File: src/logic/ahb_ram_pkg.sv
package ahb_ram_pkg;

    typedef logic [31:0] word_t;
    typedef logic [ 7:0] byte_t;
    typedef logic [ 3:0] lane_mask_t;
    typedef logic [13:0] mem_addr_t;    // deepest supported memory

    // request from the front end to the four lanes
    typedef struct packed {
        mem_addr_t  read_addr;
        mem_addr_t  write_addr;
        lane_mask_t write_mask;
        logic       any_write;
    } lane_ctrl_t;

    localparam word_t BOOT_BASE  = 32'h1fc0_0000;
    localparam int    BOOT_WORDS = 8;

    // counter loop that stores to a port at 0xbf800000
    localparam word_t boot_image [BOOT_WORDS] = '{
        32'h3c08_bf80,              // lui   t0,0xbf80
        32'h2409_0001,              // addiu t1,zero,1
        32'had09_0000,              // sw    t1,0(t0)
        32'h2529_0001,              // addiu t1,t1,1
        32'h1000_fffd,              // b     back to the store
        32'h0000_0000,
        32'h0000_0000,
        32'h0000_0000
    };

endpackage

File: src/logic/boot_read_merge.sv
`timescale 1ns/1ps

module boot_read_merge
    import ahb_ram_pkg::*;
(
    input  logic        HCLK,
    input  logic        HRESETn,
    input  word_t       HADDR,
    input  logic        HSEL,
    input  logic [1:0]  HTRANS,
    input  logic        HREADY,
    input  logic        any_write,
    input  byte_t [3:0] lane_data,
    output word_t       HRDATA
);
    localparam int IDX_BITS = $clog2(BOOT_WORDS);

    logic  accept;
    logic  written;
    logic  data_phase;
    word_t boot_offset;
    word_t boot_word;
    word_t boot_q;

    assign accept      = HSEL && HREADY && HTRANS[1];
    assign boot_offset = HADDR - BOOT_BASE;

    always_comb
    begin
        boot_word = '0;    // outside the window
        if (boot_offset < BOOT_WORDS * 4)
            boot_word = boot_image[boot_offset[IDX_BITS+1:2]];
    end

    always_ff @(posedge HCLK or negedge HRESETn)
    begin
        if (!HRESETn)
        begin
            written    <= 1'b0;
            data_phase <= 1'b0;
        end
        else
        begin
            if (any_write)
                written <= 1'b1;    // sticky until reset
            if (HREADY)
                data_phase <= accept;
        end
    end

    // lines up with the registered RAM read
    always_ff @(posedge HCLK)
    begin
        if (accept)
            boot_q <= boot_word;
    end

    assign HRDATA = written ? lane_data : boot_q;

    // a data phase that ends without a lane write is a read
    a_rdata_known: assert property (@(posedge HCLK) disable iff (!HRESETn)
        data_phase && HREADY && !any_write |-> !$isunknown(HRDATA));

endmodule

File: config.mk
export PLATFORM = sky130hd
export DESIGN_NAME = boot_read_merge
export DESIGN_NICKNAME = d
export VERILOG_FILES = /design/src/logic/ahb_ram_pkg.sv /design/src/logic/boot_read_merge.sv
export SDC_FILE = /design/constraint.sdc
export NUM_CORES = 1
export LEC_CHECK = 0
export BUFFER_PORTS_ARGS = -buffer_cell sky130_fd_sc_hd__buf_4
export CAP_MARGIN = 15
export CORE_UTILIZATION = 30
export CTS_CLUSTER_SIZE = 10
export DETAILED_ROUTE_END_ITERATION = 7
export GPL_ROUTABILITY_DRIVEN = 1
export PLACE_DENSITY = 0.77
export SLEW_MARGIN = 20
export SYNTH_ARGS = -nofsm -noshare
export SYNTH_HDL_FRONTEND = slang
export SYNTH_SLANG_ARGS = --single-unit
File: constraint.sdc
create_clock -name HCLK -period 1.4 [get_ports HCLK]
set_input_delay 0.21 -clock HCLK [delete_from_list [all_inputs] [get_ports HCLK]]
set_output_delay 0.21 -clock HCLK [all_outputs]
set_load 0.03 [all_outputs]
==> metrics.md <==
| Metric | Value |
|---|---|
| Status | complete, but fails checks |
| Failing checks | negative setup slack |
| Worst Setup Path Type | reg2out |
| Synth Cell Area | 783 sq um |
| Final core occ | 0.752 |
| Total core area | 2480 sq um |
| Synth area leaders | edfxtp_1 (35%), nand2_1 (18%), mux2_1 (8.6%), and2_1 (6.4%), nor4_1 (5.6%) |
| Gr busiest metal | met2 |
| R2R depth | 2 |
| PD cells | roughly 540 nW/um^2 |
| Most frequent cells in the layout | buf_4 (67), buf_6 (36), nand2_1 (24) |
| Cell Rows | 18 |
| Setup TNS | -2020 ps |
| Worst Max-Slew Pin Slew | 371 ps |
| Placed instance count | 219 |
| Worst Min Path Start | any_write |
| RR Startpoint | written |
| Total power | 1000 uW |
| Layout cells sized above 1 | 0.716 |
| Peak supply drop | 416 uV |
| Drt wl/cell | 13.7 microns |
| Placer Congestion | 0.743 |
| Ports | 103 |
| Largest net degree at the start of global routing | 16 |
| Commonest non-fill, non-tap cell in the layout | buf_4 |
| Crit share post-route | 1.07 |
| Post-route insts no fill | 227 |
| Antenna Cells | 0 |
| Leak Pwr | 0.000972 uW |
| Port Buffers | 99 |
| Fill count | 160 |
| Startpoint types | flip-flop |
| M1 GR Usage | 0.171 |
| RSZ-0062 raised after global routing | yes |
| Fmax | 666 MHz |
| Max-Cap Viols | 0 |
| CTS max path bufs | 2 |
| Fin. Hold Viols | 0 |
| Slew Limit Fails | 0 |
| # DRC | 0 |
| Hold crit path type | in2reg |
| Detailed-placement wirelength estimate | 1970 microns |
| Avg Cell Area, Syn | 8.42 sq um |
| Reg2reg end | written |
| Grt met3 use | 0.0345 |
| CTS tree | built |
| First-pass GRT wire length | 3770 microns |
| Clk slew on worst S/H paths | 60 ps |
| Crit path DAT | around 1300 ps |
| CTS Buf Count | 3 |
| Min Tclk post-route | roughly 1500 ps |
| Worst endpoint required time | between 1000 and 1500 ps |
| NumNets Final | around 270 |
| DR vias/cell | roughly 5 |
| Horiz. Die Dim | 53.1 microns |
| Clock sinks | 10 |
| Cells after synthesis | 93 |
| Die ar. | 2820 sq um |
| Skew-Pair Late Insertion Delay | 260 ps |
| Routed vias | 1,143 |
| Drt pass-1 iters | 4 |
| Finish-stage setup viols | 32 |
| Initial antenna violation count | 0 |
| Net Count, Synth | 164 |
| WHS | 134 ps |
| #FFs+latches synth | 10 |
| ANT nets after route | 0 |
| Hold path depth | 2 |
| GRT met2 Usage | 0.376 |
| Synthesis-to-layout area growth | 138% |
| Synth top area share | 0.345 |
| Crit-path max FO | 11 |
| Yosys warns | 0 |
| Reg2Reg Setup Slack | 490 ps |
| GR Overflow Total | 0 |
| Die height | 53.1 microns |
| Setup crit end kind | primary output |
| Slew Limit Headroom | 0.753 |
| Final setup margin | -102 ps |
| Final clock skew | 0 ps |
| Leading area contributor after synthesis | edfxtp_1 |
| Hold Crit Endpoint | written |
| Starting density of the core | 0.316 |
| Vias in the first global route | 946 |
| H-tree lvl count | 1 |
| CTS Root Cell | clkbuf_4 |
| Final wirelength | 3100 microns |
| Fraction of the yosys area taken by sequential cells | 0.377 |
| DRT iter0 DRCs | 12 |
| Synth unique cells | 20 |
| Gr usage total | 0.187 |
sequential cells by signal (all words and copies together), names as in the netlist:
signal and cells:
boot_q 9, written 1
through the flow:
| step | area (sq um) | setup slack [ps] |
|---|---|---|
| floorplan | 783 | 29.2 |
| global placement | 1560 | 32.7 |
| detailed placement | 1560 | -24.1 |
| CTS | 1790 | -71.1 |
| global route | 1860 | -127 |
| finish | 1860 | -102 |
cells by family after synthesis:
kind of cell	share of synthesized area
simple gates	0.495
flops	0.377
mux	0.0863
buf+inv	0.0319
compound gates	0.00959
worst max-delay path by stage:
stage	cells past startpoint	start	endpoint
2_1_floorplan	5	written	HRDATA[10]
3_3_place_gp	4	HADDR[14]	boot_q[31]
3_5_place_dp	4	HADDR[14]	boot_q[16]
4_1_cts	3	written	HRDATA[27]
5_1_grt	4	written	HRDATA[10]
6_report	5	written	HRDATA[7]
per-layer routing:
metal  share of wire  routed length (microns)
met5               0                        0
met4           0.038                      117
met3            0.11                      346
met2            0.52                     1620
met1            0.33                     1020
repair_timing:
item | 4_1_cts | 5_1_grt
hold endpoints to repair | 1 | 0
pin swaps | 2 | 1
gates resized for setup | 50 | 23
setup buffers | 3 | 0
endpoints found under the setup margin | 32 | 32
hold buffers | 1 | 0
synthesized netlist by cell type:
master,n
a211oi_1,1
and2_1,8
and3_1,1
and4_1,1
and4b_1,1
buf_2,2
clkbuf_1,3
dfrtp_1,1
edfxtp_1,9
inv_1,1
mux2_1,6
nand2_1,37
nand2b_1,5
nand3_1,1
nand4_4,1
nor2_1,1
nor3_1,4
nor4_1,7
nor4_4,2
or2_1,1
where the power goes:
| group | internal, uW | switching [uW] |
|---|---|---|
| clock network | 110 | 86.9 |
| logic | 260 | 205 |
| registers | 334 | 4.83 |
| total | 703 | 297 |
area by class of cell:
type | instances | area (sq um) | share of cell area
multi-input cells | 77 | 561 | 0.301
repair buffers | 105 | 938 | 0.504
clock buffers | 4 | 26.3 | 0.0141
flip-flops and latches | 10 | 297 | 0.159
well taps | 30 | 37.5 | 0.0201
inverters | 1 | 3.75 | 0.00201
worst max-delay path: stages (launching register included):
cell and delay [ps]:
dfrtp_2 440, buf_6 150, buf_6 140, nand2_1 80
nand2_1 80, buf_6 150
Note: power is estimated with default switching activity, not from simulation.
