## src/logic/ahb_ram_pkg.sv

```systemverilog
package ahb_ram_pkg;

    typedef logic [31:0] word_t;
    typedef logic [ 7:0] byte_t;
    typedef logic [ 3:0] lane_mask_t;
    typedef logic [13:0] mem_addr_t;    // deepest supported memory

    // request from the front end to the four lanes
    typedef struct packed {
        mem_addr_t  read_addr;
        mem_addr_t  write_addr;
        lane_mask_t write_mask;
        logic       any_write;
    } lane_ctrl_t;

    localparam word_t BOOT_BASE  = 32'h1fc0_0000;
    localparam int    BOOT_WORDS = 8;

    // counter loop that stores to a port at 0xbf800000
    localparam word_t boot_image [BOOT_WORDS] = '{
        32'h3c08_bf80,              // lui   t0,0xbf80
        32'h2409_0001,              // addiu t1,zero,1
        32'had09_0000,              // sw    t1,0(t0)
        32'h2529_0001,              // addiu t1,t1,1
        32'h1000_fffd,              // b     back to the store
        32'h0000_0000,
        32'h0000_0000,
        32'h0000_0000
    };

endpackage

```

## src/logic/byte_lane_ram.sv

```systemverilog
`timescale 1ns/1ps

module byte_lane_ram
    import ahb_ram_pkg::*;
#(
    parameter int ADDR_WIDTH = 8
)
(
    input  logic      HCLK,
    input  mem_addr_t read_addr,
    input  mem_addr_t write_addr,
    input  byte_t     write_data,
    input  logic      write_enable,
    output byte_t     read_data
);
    localparam int DEPTH = 2 ** ADDR_WIDTH;

    byte_t mem [DEPTH];

    always_ff @(posedge HCLK)
    begin
        if (write_enable)
            mem[write_addr[ADDR_WIDTH-1:0]] <= write_data;
        read_data <= mem[read_addr[ADDR_WIDTH-1:0]];    // old data on same-address write
    end

endmodule

```

## config.mk

```make
export PLATFORM = sky130hd
export DESIGN_NAME = byte_lane_ram
export DESIGN_NICKNAME = d
export VERILOG_FILES = /design/src/logic/ahb_ram_pkg.sv /design/src/logic/byte_lane_ram.sv
export SDC_FILE = /design/constraint.sdc
export NUM_CORES = 2
export LEC_CHECK = 0
export ABC_AREA = 0
export BUFFER_PORTS_ARGS = -buffer_cell sky130_fd_sc_hd__buf_4
export CAP_MARGIN = 20
export CORE_AREA = 2 2 518 520
export CTS_BUF_LIST = sky130_fd_sc_hd__clkbuf_16
export CTS_CLUSTER_SIZE = 14
export DETAILED_ROUTE_END_ITERATION = 6
export DIE_AREA = 0 0 520 522
export PLACE_DENSITY = 0.41
export SLEW_MARGIN = 40
export SYNTH_ARGS = -nofsm -noshare
export SYNTH_HDL_FRONTEND = slang
export SYNTH_SLANG_ARGS = --single-unit
export TNS_END_PERCENT = 5
```

## constraint.sdc

```tcl
create_clock -name HCLK -period 3.2 [get_ports HCLK]
set_input_delay 0.48 -clock HCLK [delete_from_list [all_inputs] [get_ports HCLK]]
set_output_delay 0.48 -clock HCLK [all_outputs]
set_load 0.005 [all_outputs]
```

==> impl_metrics.yaml <==
status:
  status: "complete, but fails checks"
  violations: "DRC"
timing:
  hold_ws_ns: 0.07166
  rsz0062_at_grt: "false"
  setup_violations: 0
  fmax_mhz: 346.4
  slew_headroom: 0.4173
  tightest_slew_ns: 0.8660
  period_share: 0.9022
  hold_viol: 0
  maxSlewViolCount: 0
  period_minus_slack_ns: 2.887
  skew_ns: 0.06434
global_route:
  grt_pass1_wl_um: 329800
  grt_pass1_vias: 41607
  overflow: 0
  antenna_found_initial: 17
  grt_use_total: 0.1720
  grt_max_degree: 109
placed_design:
  gp_congestion: 0.7826
  place_hpwl_um: 155100
  io_buffers: 33
  post_dp_cell_area_mm2: 0.08869
logic_synthesis:
  ys_types: 55
  synth_nets: 3771
  ys_warn_count: 0
  syn_avg_cell_area_um2: 21.31
  ys_seq_area_frac: 0.7750
  synthCells: 3733
  async_flop_share: 0
  netlist_area_mm2: 0.07956
  synth_edf_count: 2048
  synth_top_flop_cell: "edfxtp_1"
  ys_ff_latch: 2056
power:
  irDropWorstVdd_mv: 0.5504
  p_leak_nw: 30.88
  p_per_area_mw_per_mm2: 612.8
cts:
  clock_path_buffers: 3
  clk_latency_ns: 0.89
  htree_num_levels: 4
  cts.clk_slew.worst_paths_ns: 0.06
  cts-root-buf: "clkbuf_16"
  post_cts_buffers: 0
  numCtsBuffers: 225
  clock-sinks: 2056
  cts_tree: "yes"
detailed_routing:
  drc: 2
  drt_iter0_drc: 3670
  vias: 40027
  antenna_left: 0
  drt-wirelength-per-cell_um: 28.73
  wl_um: 234400
  routed_via_density: 4.906
  drt_first_pass_iters: 7
floorplanning:
  core_mm2: 0.2665
  die_h_um: 522
  ioPinCount: 46
  rows: 190
  die_area_mm2: 0.2714
  start_util: 0.2985
  die-width_um: 520
layout:
  layout-drive-gt1-share: 0.3225
  multiInputGateArea_mm2: 0.01654
  design_area_mm2: 0.09620
  num-fill-cells: 24569
  final-seq-area_mm2: 0.06166
  nNetsFinal: 4454
  areaGrowthSynthToFinish_pct: 20.93
critical_path:
  cp_slowest_cell: "nor3_1"
  worst-path-buf-inv: 8
  cp-end-kind: "flip-flop"
  path_common_cell: "buf_12"
  crit_family: "buffers and inverters"
  cp.arrival_ns: 3.66
  start_kind: "input port"
  cp.required_ns: 3.97
  path_class: "in -> reg"
  crit_fanout: 14
  crit_chain: "buf_8, buf_12, buf_12, buf_12, buf_12, buf_12, mux4_2, and2_1, nor3_1, buf_4, a21oi_1, a22oi_1, buf_4, nor4_2"
  max_stage_delay_ns: 0.64
hold_path:
  hold_path.class: "in -> reg"
job:
  drv_cap: 0
## stage by stage
stage                     cells    util  total power [mW]  TNS [ns]  worst slack (ns)
after floorplan            3733       -             31.72         0            0.7821
after global placement     7736  0.3327             33.60    -3.002           -0.5821
after detailed placement   7737  0.3328             33.62    -2.984           -0.5920
after CTS                  8151  0.3608             59.73         0            0.3543
after global routing       8154  0.3610             60.80         0            0.2632
final                      8158  0.3610             58.95         0            0.3129
## sequential cells by signal, summed over array words and instances (netlist names)
name / cells
read_data: 8
mem: 2048
## power breakdown
part	internal [mW]	total, mW	switching (mW)
clock network	15.1	26.0	10.9
logic	1.24	3.22	1.97
registers	29.7	29.8	0.0626
total	46.0	59.0	13.0
## path summary, 6_finish.rpt
path                            depth (start not counted)           end     startpoint  slack (ns)
worst min register to register                          7  read_data[6]     mem[21][6]        1.16
worst max-delay path                                   14  read_data[6]   read_addr[0]        0.31
worst min-delay path                                    1    mem[32][7]  write_data[7]        0.07
worst max register to register                          6  read_data[4]    mem[194][4]        0.62
## area by class of cell
type                            count  area share
Inverter                            2  0.00007803
Sequential cell                  2056      0.6409
Clock buffer                      227     0.05905
Timing Repair Buffer              689     0.06336
Antenna cell                        5   0.0001301
Multi-Input combinational cell   1442      0.1719
Tap cell                         3552     0.04620
Clock inverter                    185     0.01835
## metal layers
metal / vias up / track usage / part of all wire
met4: 4 / 0.03837 / 0.017
met2: 935 / 0.2835 / 0.49
met3: 257 / 0.02672 / 0.047
li1: 17100 / - / -
met5: - / 0 / 0.00011
met1: 21731 / 0.2396 / 0.45
## cells in the final DEF, fill, tap and decap left out, types with 9 or more instances in the layout
| master | n |
|---|---|
| mux4_2 | 454 |
| a22oi_1 | 133 |
| nand2_1 | 33 |
| clkbuf_16 | 227 |
| o211ai_1 | 10 |
| o22ai_1 | 28 |
| mux2i_1 | 134 |
| nor2b_1 | 28 |
| a211oi_1 | 16 |
| nand3_2 | 9 |
| bufinv_16 | 27 |
| nand4_1 | 10 |
| clkinv_2 | 33 |
| a221oi_1 | 13 |
| buf_12 | 64 |
| inv_1 | 54 |
| buf_4 | 610 |
| nor2_1 | 278 |
| nor4_1 | 24 |
| nand3_1 | 25 |
| buf_8 | 10 |
| o21ai_0 | 10 |
| edfxtp_1 | 2048 |
| o221ai_1 | 46 |
| a21oi_1 | 96 |
| clkinv_1 | 47 |
| nor3_1 | 22 |
## synthesized netlist by cell type, types with 5 or more instances
cell	number	area [µm²]
clkbuf_1	111	416.7
buf_12	8	160.2
o21ai_0	10	50.05
and2_1	6	37.54
nor2_1	282	1059
buf_8	13	195.2
o22a_1	5	43.79
nor4_1	24	150.1
a211oi_1	16	120.1
nor2b_1	31	193.9
a21oi_1	96	480.5
nand2_1	33	123.9
o22ai_1	28	175.2
dfxtp_1	8	160.2
nor3_1	22	110.1
edfxtp_1	2048	61500
o211ai_1	10	75.07
nand3_1	34	170.2
o221ai_1	46	402.9
buf_4	27	202.7
a221oi_1	13	113.9
mux4_2	454	10220
nand4_1	10	62.56
mux2i_1	134	1341
a22oi_1	133	998.5
a22o_1	8	70.07
buf_6	21	236.5
buf_1	22	82.58
nand2b_1	8	50.05
buf_2	31	155.2
## cells by family after synthesis
logic type / Yosys count / share of synthesized area
simple gates: 466 / 0.02628
buf+inv: 235 / 0.01831
mux: 591 / 0.1462
flops: 2056 / 0.7750
compound gates: 385 / 0.03419
## timing repair
action / in CTS / in global routing
hold buffers: 2 / 1
endpoints found under the hold margin: 28 / 6
gates resized for setup: 0 / 0
Note: power is estimated with default switching activity, not from simulation.
