[src/logic/ahb_ram_pkg.sv]
package ahb_ram_pkg;

    typedef logic [31:0] word_t;
    typedef logic [ 7:0] byte_t;
    typedef logic [ 3:0] lane_mask_t;
    typedef logic [13:0] mem_addr_t;    // deepest supported memory

    // request from the front end to the four lanes
    typedef struct packed {
        mem_addr_t  read_addr;
        mem_addr_t  write_addr;
        lane_mask_t write_mask;
        logic       any_write;
    } lane_ctrl_t;

    localparam word_t BOOT_BASE  = 32'h1fc0_0000;
    localparam int    BOOT_WORDS = 8;

    // counter loop that stores to a port at 0xbf800000
    localparam word_t boot_image [BOOT_WORDS] = '{
        32'h3c08_bf80,              // lui   t0,0xbf80
        32'h2409_0001,              // addiu t1,zero,1
        32'had09_0000,              // sw    t1,0(t0)
        32'h2529_0001,              // addiu t1,t1,1
        32'h1000_fffd,              // b     back to the store
        32'h0000_0000,
        32'h0000_0000,
        32'h0000_0000
    };

endpackage

[src/logic/ahb_ram_slave.sv]
`timescale 1ns/1ps

module ahb_ram_slave
    import ahb_ram_pkg::*;
#(
    parameter int ADDR_WIDTH = 8
)
(
    input  logic       HCLK,
    input  logic       HRESETn,
    input  logic       HSEL,
    input  word_t      HADDR,
    input  logic [1:0] HTRANS,
    input  logic [2:0] HSIZE,
    input  logic       HWRITE,
    input  logic       HREADY,
    output logic       HREADYOUT,
    output lane_ctrl_t lane_ctrl
);
    typedef enum logic [1:0] {PH_IDLE, PH_WRITE, PH_STALL} phase_t;

    phase_t     state;
    phase_t     state_next;
    logic       accept;
    logic       write_now;
    mem_addr_t  addr_index;
    mem_addr_t  addr_q;
    lane_mask_t mask;
    lane_mask_t mask_q;

    assign accept     = HSEL && HREADY && HTRANS[1];    // NONSEQ or SEQ
    assign addr_index = mem_addr_t'(HADDR[ADDR_WIDTH+1:2]);
    assign write_now  = (state == PH_WRITE) && HREADY;

    always_comb
    begin
        case (HSIZE)
            3'b000:  mask = lane_mask_t'(4'b0001 << HADDR[1:0]);
            3'b001:  mask = HADDR[1] ? 4'b1100 : 4'b0011;
            default: mask = 4'b1111;
        endcase
    end

    always_comb
    begin
        state_next = state;
        case (state)
            PH_STALL:
                state_next = PH_IDLE;    // replayed read done
            default:
                if (HREADY)
                begin
                    if (accept && HWRITE)
                        state_next = PH_WRITE;
                    else if (accept && state == PH_WRITE)
                        state_next = PH_STALL;    // read right behind a write
                    else
                        state_next = PH_IDLE;
                end
        endcase
    end

    always_ff @(posedge HCLK or negedge HRESETn)
    begin
        if (!HRESETn)
            state <= PH_IDLE;
        else
            state <= state_next;
    end

    always_ff @(posedge HCLK)
    begin
        if (accept)
        begin
            addr_q <= addr_index;
            mask_q <= mask;
        end
    end

    assign HREADYOUT = (state != PH_STALL);

    // held or replayed phases read the captured address
    assign lane_ctrl.read_addr  = (state == PH_STALL || !HREADY) ? addr_q : addr_index;
    assign lane_ctrl.write_addr = addr_q;
    assign lane_ctrl.write_mask = write_now ? mask_q : '0;
    assign lane_ctrl.any_write  = write_now;

    a_size_max: assert property (@(posedge HCLK) disable iff (!HRESETn)
        accept |-> HSIZE <= 3'b010);

    // no strobe unless a write was just accepted or its data phase is held
    a_strobe_idle: assert property (@(posedge HCLK) disable iff (!HRESETn)
        !$past(accept && HWRITE) && !$past(state == PH_WRITE && !HREADY)
            |-> lane_ctrl.write_mask == '0);

    a_aligned: assert property (@(posedge HCLK) disable iff (!HRESETn)
        accept |-> (HADDR & ((word_t'(1) << HSIZE) - 1)) == '0);

endmodule

[config.mk]
export PLATFORM = sky130hd
export DESIGN_NAME = ahb_ram_slave
export DESIGN_NICKNAME = d
export VERILOG_FILES = /design/src/logic/ahb_ram_pkg.sv /design/src/logic/ahb_ram_slave.sv
export SDC_FILE = /design/constraint.sdc
export NUM_CORES = 1
export LEC_CHECK = 0
export BUFFER_PORTS_ARGS = -buffer_cell sky130_fd_sc_hd__buf_2
export CORE_MARGIN = 4
export CORE_UTILIZATION = 35
export DETAILED_ROUTE_END_ITERATION = 8
export HOLD_SLACK_MARGIN = 0.06
export PLACE_DENSITY_LB_ADDON = 0.25
export RECOVER_POWER = 50
export SYNTH_ARGS = -nofsm -noshare
export SYNTH_HDL_FRONTEND = slang
export SYNTH_SLANG_ARGS = --single-unit
[constraint.sdc]
create_clock -name HCLK -period 1.65 [get_ports HCLK]
set_clock_uncertainty 0.15 [all_clocks]
set_input_delay 0.33 -clock HCLK [delete_from_list [all_inputs] [get_ports HCLK]]
set_output_delay 0.33 -clock HCLK [all_outputs]
set_load 0.05 [all_outputs]
==> impl_metrics.csv <==
group,metric,value,unit
run_status,status,"finished, violations left",
run_status,violations,"setup timing",
worst_setup_path,r2r_start,"state[0]",
power_and_ir_drop,clkPwrFrac,23.9,%
detailed_routing,routedWlPerCell,10.8,um
global_route,grt_pass1_vias,447,
floorplanning,die_w,55.2,um
clocking,clock-root-buffer,"clkbuf_4",
min_path,holdPathEnd,"addr_q[2]",
power_and_ir_drop,p_int,0.641,mW
timing,rsz0062_at_grt,"yes",
clocking,cts_buffers,3,
clocking,cts_tree,"built",
worst_setup_path,path_max_fanout,8,
timing,slew_violations,0,
yosys,synth.top_cells.by_count,"buf_4 (13), edfxtp_1 (12), mux2_4 (8)",
final_layout,final_layout_size_suffix_gt1_share,54.7,%
timing,period_needed,1870,ps
timing,fin_ws,-219,ps
placed_design,globalplace.congestion,0.538,
clocking,clk_pin_slew_worst_paths,80,ps
placed_design,place_area,972,um^2
final_layout,area_delta_synth_final,44.6,%
final_layout,n_fill_cell,191,
yosys,async_flop_share,14.3,%
yosys,synth_ff_type,"edfxtp_1",
detailed_routing,vias,547,
worst_setup_path,reg2reg_depth,4,
global_route,grt_overflow,0,
timing,fmax,0.535,GHz
min_path,holdPathStages,1,
worst_setup_path,cp.depth,4,
yosys,syn_avg_cell_area,13.0,um^2
clocking,cts.sinks,14,
yosys,yosysTopAreaCell,"edfxtp_1",
floorplanning,pin_count,76,
detailed_routing,firstDrtPassIters,2,
power_and_ir_drop,power,0.959,mW
detailed_routing,vias_per_cell,4.11,
worst_setup_path,worstReg2RegEnd,"state[0]",
yosys,synth_edf_count,12,
detailed_routing,drc_errors,0,
detailed_routing,drt_iter0_drc,1,
final_layout,antennaDiodeCount,0,
floorplanning,rows,16,
worst_setup_path,path_buf_inv,1,
final_layout,final_area,0.00113,mm^2
power_and_ir_drop,p_sw_share,33.2,%
detailed_routing,met3_length,160,um
placed_design,place_ws,22.0,ps
worst_setup_path,cp.required,1170,ps
global_route,grt_pass1_wl,1.87,mm
yosys,synth_seq_cells,14,
clocking,cts_buffer_depth,2,
floorplanning,initial_utilization,38.2,%
min_path,holdCritStartpoint,"HADDR[4]",
min_path,hp-class,"input pin to register",
worst_setup_path,path_cells,"nand2b_4 -> nand2_8 -> mux2_4 -> buf_6",
worst_setup_path,crit_arrival,1390,ps
timing,setup_tns,-2530,ps
worst_setup_path,cp-start-kind,"register",
worst_setup_path,crit_slowest_cell,"dfrtp_1",
final_layout,fin_util,55.2,%
yosys,synth_area_leaders,"edfxtp_1 (46%), mux2_4 (15%), buf_4 (13%), dfrtp_1 (6.4%), and2_1 (3.2%)",
timing,hold_viol_final,0,
detailed_routing,ant_nets,0,
power_and_ir_drop,p_sw,0.318,mW
power_and_ir_drop,power_density,851,mW/mm^2
final_layout,fin_nets,149,
yosys,yosysSeqAreaShare,52.6,%
yosys,synthesis.area,779,um^2
placed_design,numPortBuffers,40,
floorplanning,die_h,55.2,um
worst_setup_path,critical_path.top_delay_family,"flip-flops",
floorplanning,core,0.00204,mm^2
final_layout,fin_cells,133,
yosys,ys_types,18,
floorplanning,die-area,0.00305,mm^2
worst_setup_path,worst-setup-path-type,"register to output port",
global_route,grt_max_degree,14,
job,maxCapViolations,0,
power_and_ir_drop,ir_drop,572,uV
yosys,yosysTopAreaCellShare,46.2,%
placed_design,dp_cells,127,
timing,setup_viol,13,
detailed_routing,drt-total-wl,1.43,mm
power_and_ir_drop,seqPwrFrac,42.7,%
clocking,ctsHtreeMaxLevel,1,
global_route,grt_usage,9.14,%
global_route,grt_antenna_before_repair,0,
detailed_routing,wl_met2,726,um
detailed_routing,highest_layer,"met4",
power_and_ir_drop,p_comb_share,33.3,%
clocking,clock_latency,270,ps
yosys,ys_warn_count,0,
timing,period_share,113,%
placed_design,post-dp-hpwl,1.17,mm
worst_setup_path,max_stage_delay,380,ps
yosys,syn_inst,60,
timing,whs,100,ps
yosys,yosysMostFrequentCell,"buf_4",
worst_setup_path,r2r_setup_slack,600,ps
detailed_routing,met1_length,525,um
worst_setup_path,crit_path_end_kind,"output port",
power_and_ir_drop,p_leak,0.527,nW
## layer usage
metal  vias up  GRT usage (%)
li1        278              -
met1       236           10.7
met2        31           14.6
met3         2           3.22
met4         0           4.86
met5         -              0
## worst reg2reg max path, cell delays in order, from the launching register on
cell and delay (ps):
dfrtp_1 380, buf_4 130, buf_6 110, a21oi_1 110
a21oi_1 50
## worst max-delay path by stage
stage                     startpoint       endpoint  slack (ps)
after floorplan             state[0]  lane_ctrl[19]          10
after global placement      state[0]  lane_ctrl[20]          30
after detailed placement    state[0]  lane_ctrl[24]          20
after CTS                   state[0]  lane_ctrl[24]        -240
after global routing        state[0]  lane_ctrl[26]        -300
final                       state[0]  lane_ctrl[24]        -220
## flip-flops by register name, summed over array words and instances, names as in the netlist
name / flops
addr_q: 8
mask_q: 4
state: 2
## layout make-up
class                   count  area (um^2)  share of cell area [%]
well taps                  27         33.8                    3.00
repair buffers             44          320                    28.4
inverters                   3         11.3                   0.999
multi-input cells          41          315                    28.0
clock buffers               4         36.3                    3.22
flip-flops and latches     14          410                    36.4
## layout by cell type, fill, tap and decap left out, types with 2 or more instances in the layout
master / n
edfxtp_1: 12
inv_1: 2
mux2_4: 8
and2_4: 4
a21oi_1: 2
buf_6: 11
dfrtp_1: 2
clkbuf_4: 3
clkbuf_1: 5
buf_8: 3
conb_1: 12
nor2_1: 2
o21ai_0: 5
buf_2: 22
## cells by family after synthesis
| logic type | after synthesis | share of synthesized area [%] |
|---|---|---|
| AND/OR/NAND/NOR | 14 | 13.0 |
| flip-flops | 14 | 52.6 |
| AO/OA/AOI/OAI | 7 | 4.49 |
| other | 1 | 0.481 |
| multiplexers | 8 | 15.4 |
| buffers and inverters | 16 | 14.0 |
## power groups by stage
| stage | logic (mW) | registers (mW) | clock network (mW) |
|---|---|---|---|
| after CTS | 0.322 | 0.410 | 0.246 |
| after detailed placement | 0.282 | 0.418 | 0 |
| final | 0.320 | 0.410 | 0.230 |
| after global routing | 0.335 | 0.413 | 0.266 |
| after floorplan | 0.211 | 0.451 | 0 |
| after global placement | 0.280 | 0.417 | 0 |
## timing repair
action                                 4_1_cts  5_1_grt
pin swaps                                    1        2
setup endpoints to repair                   13       13
hold buffers                                 1        0
gates resized for setup                     34        2
buffers inserted                             1        0
endpoints found under the hold margin        2        0
Power figures use the tool's default switching activity.
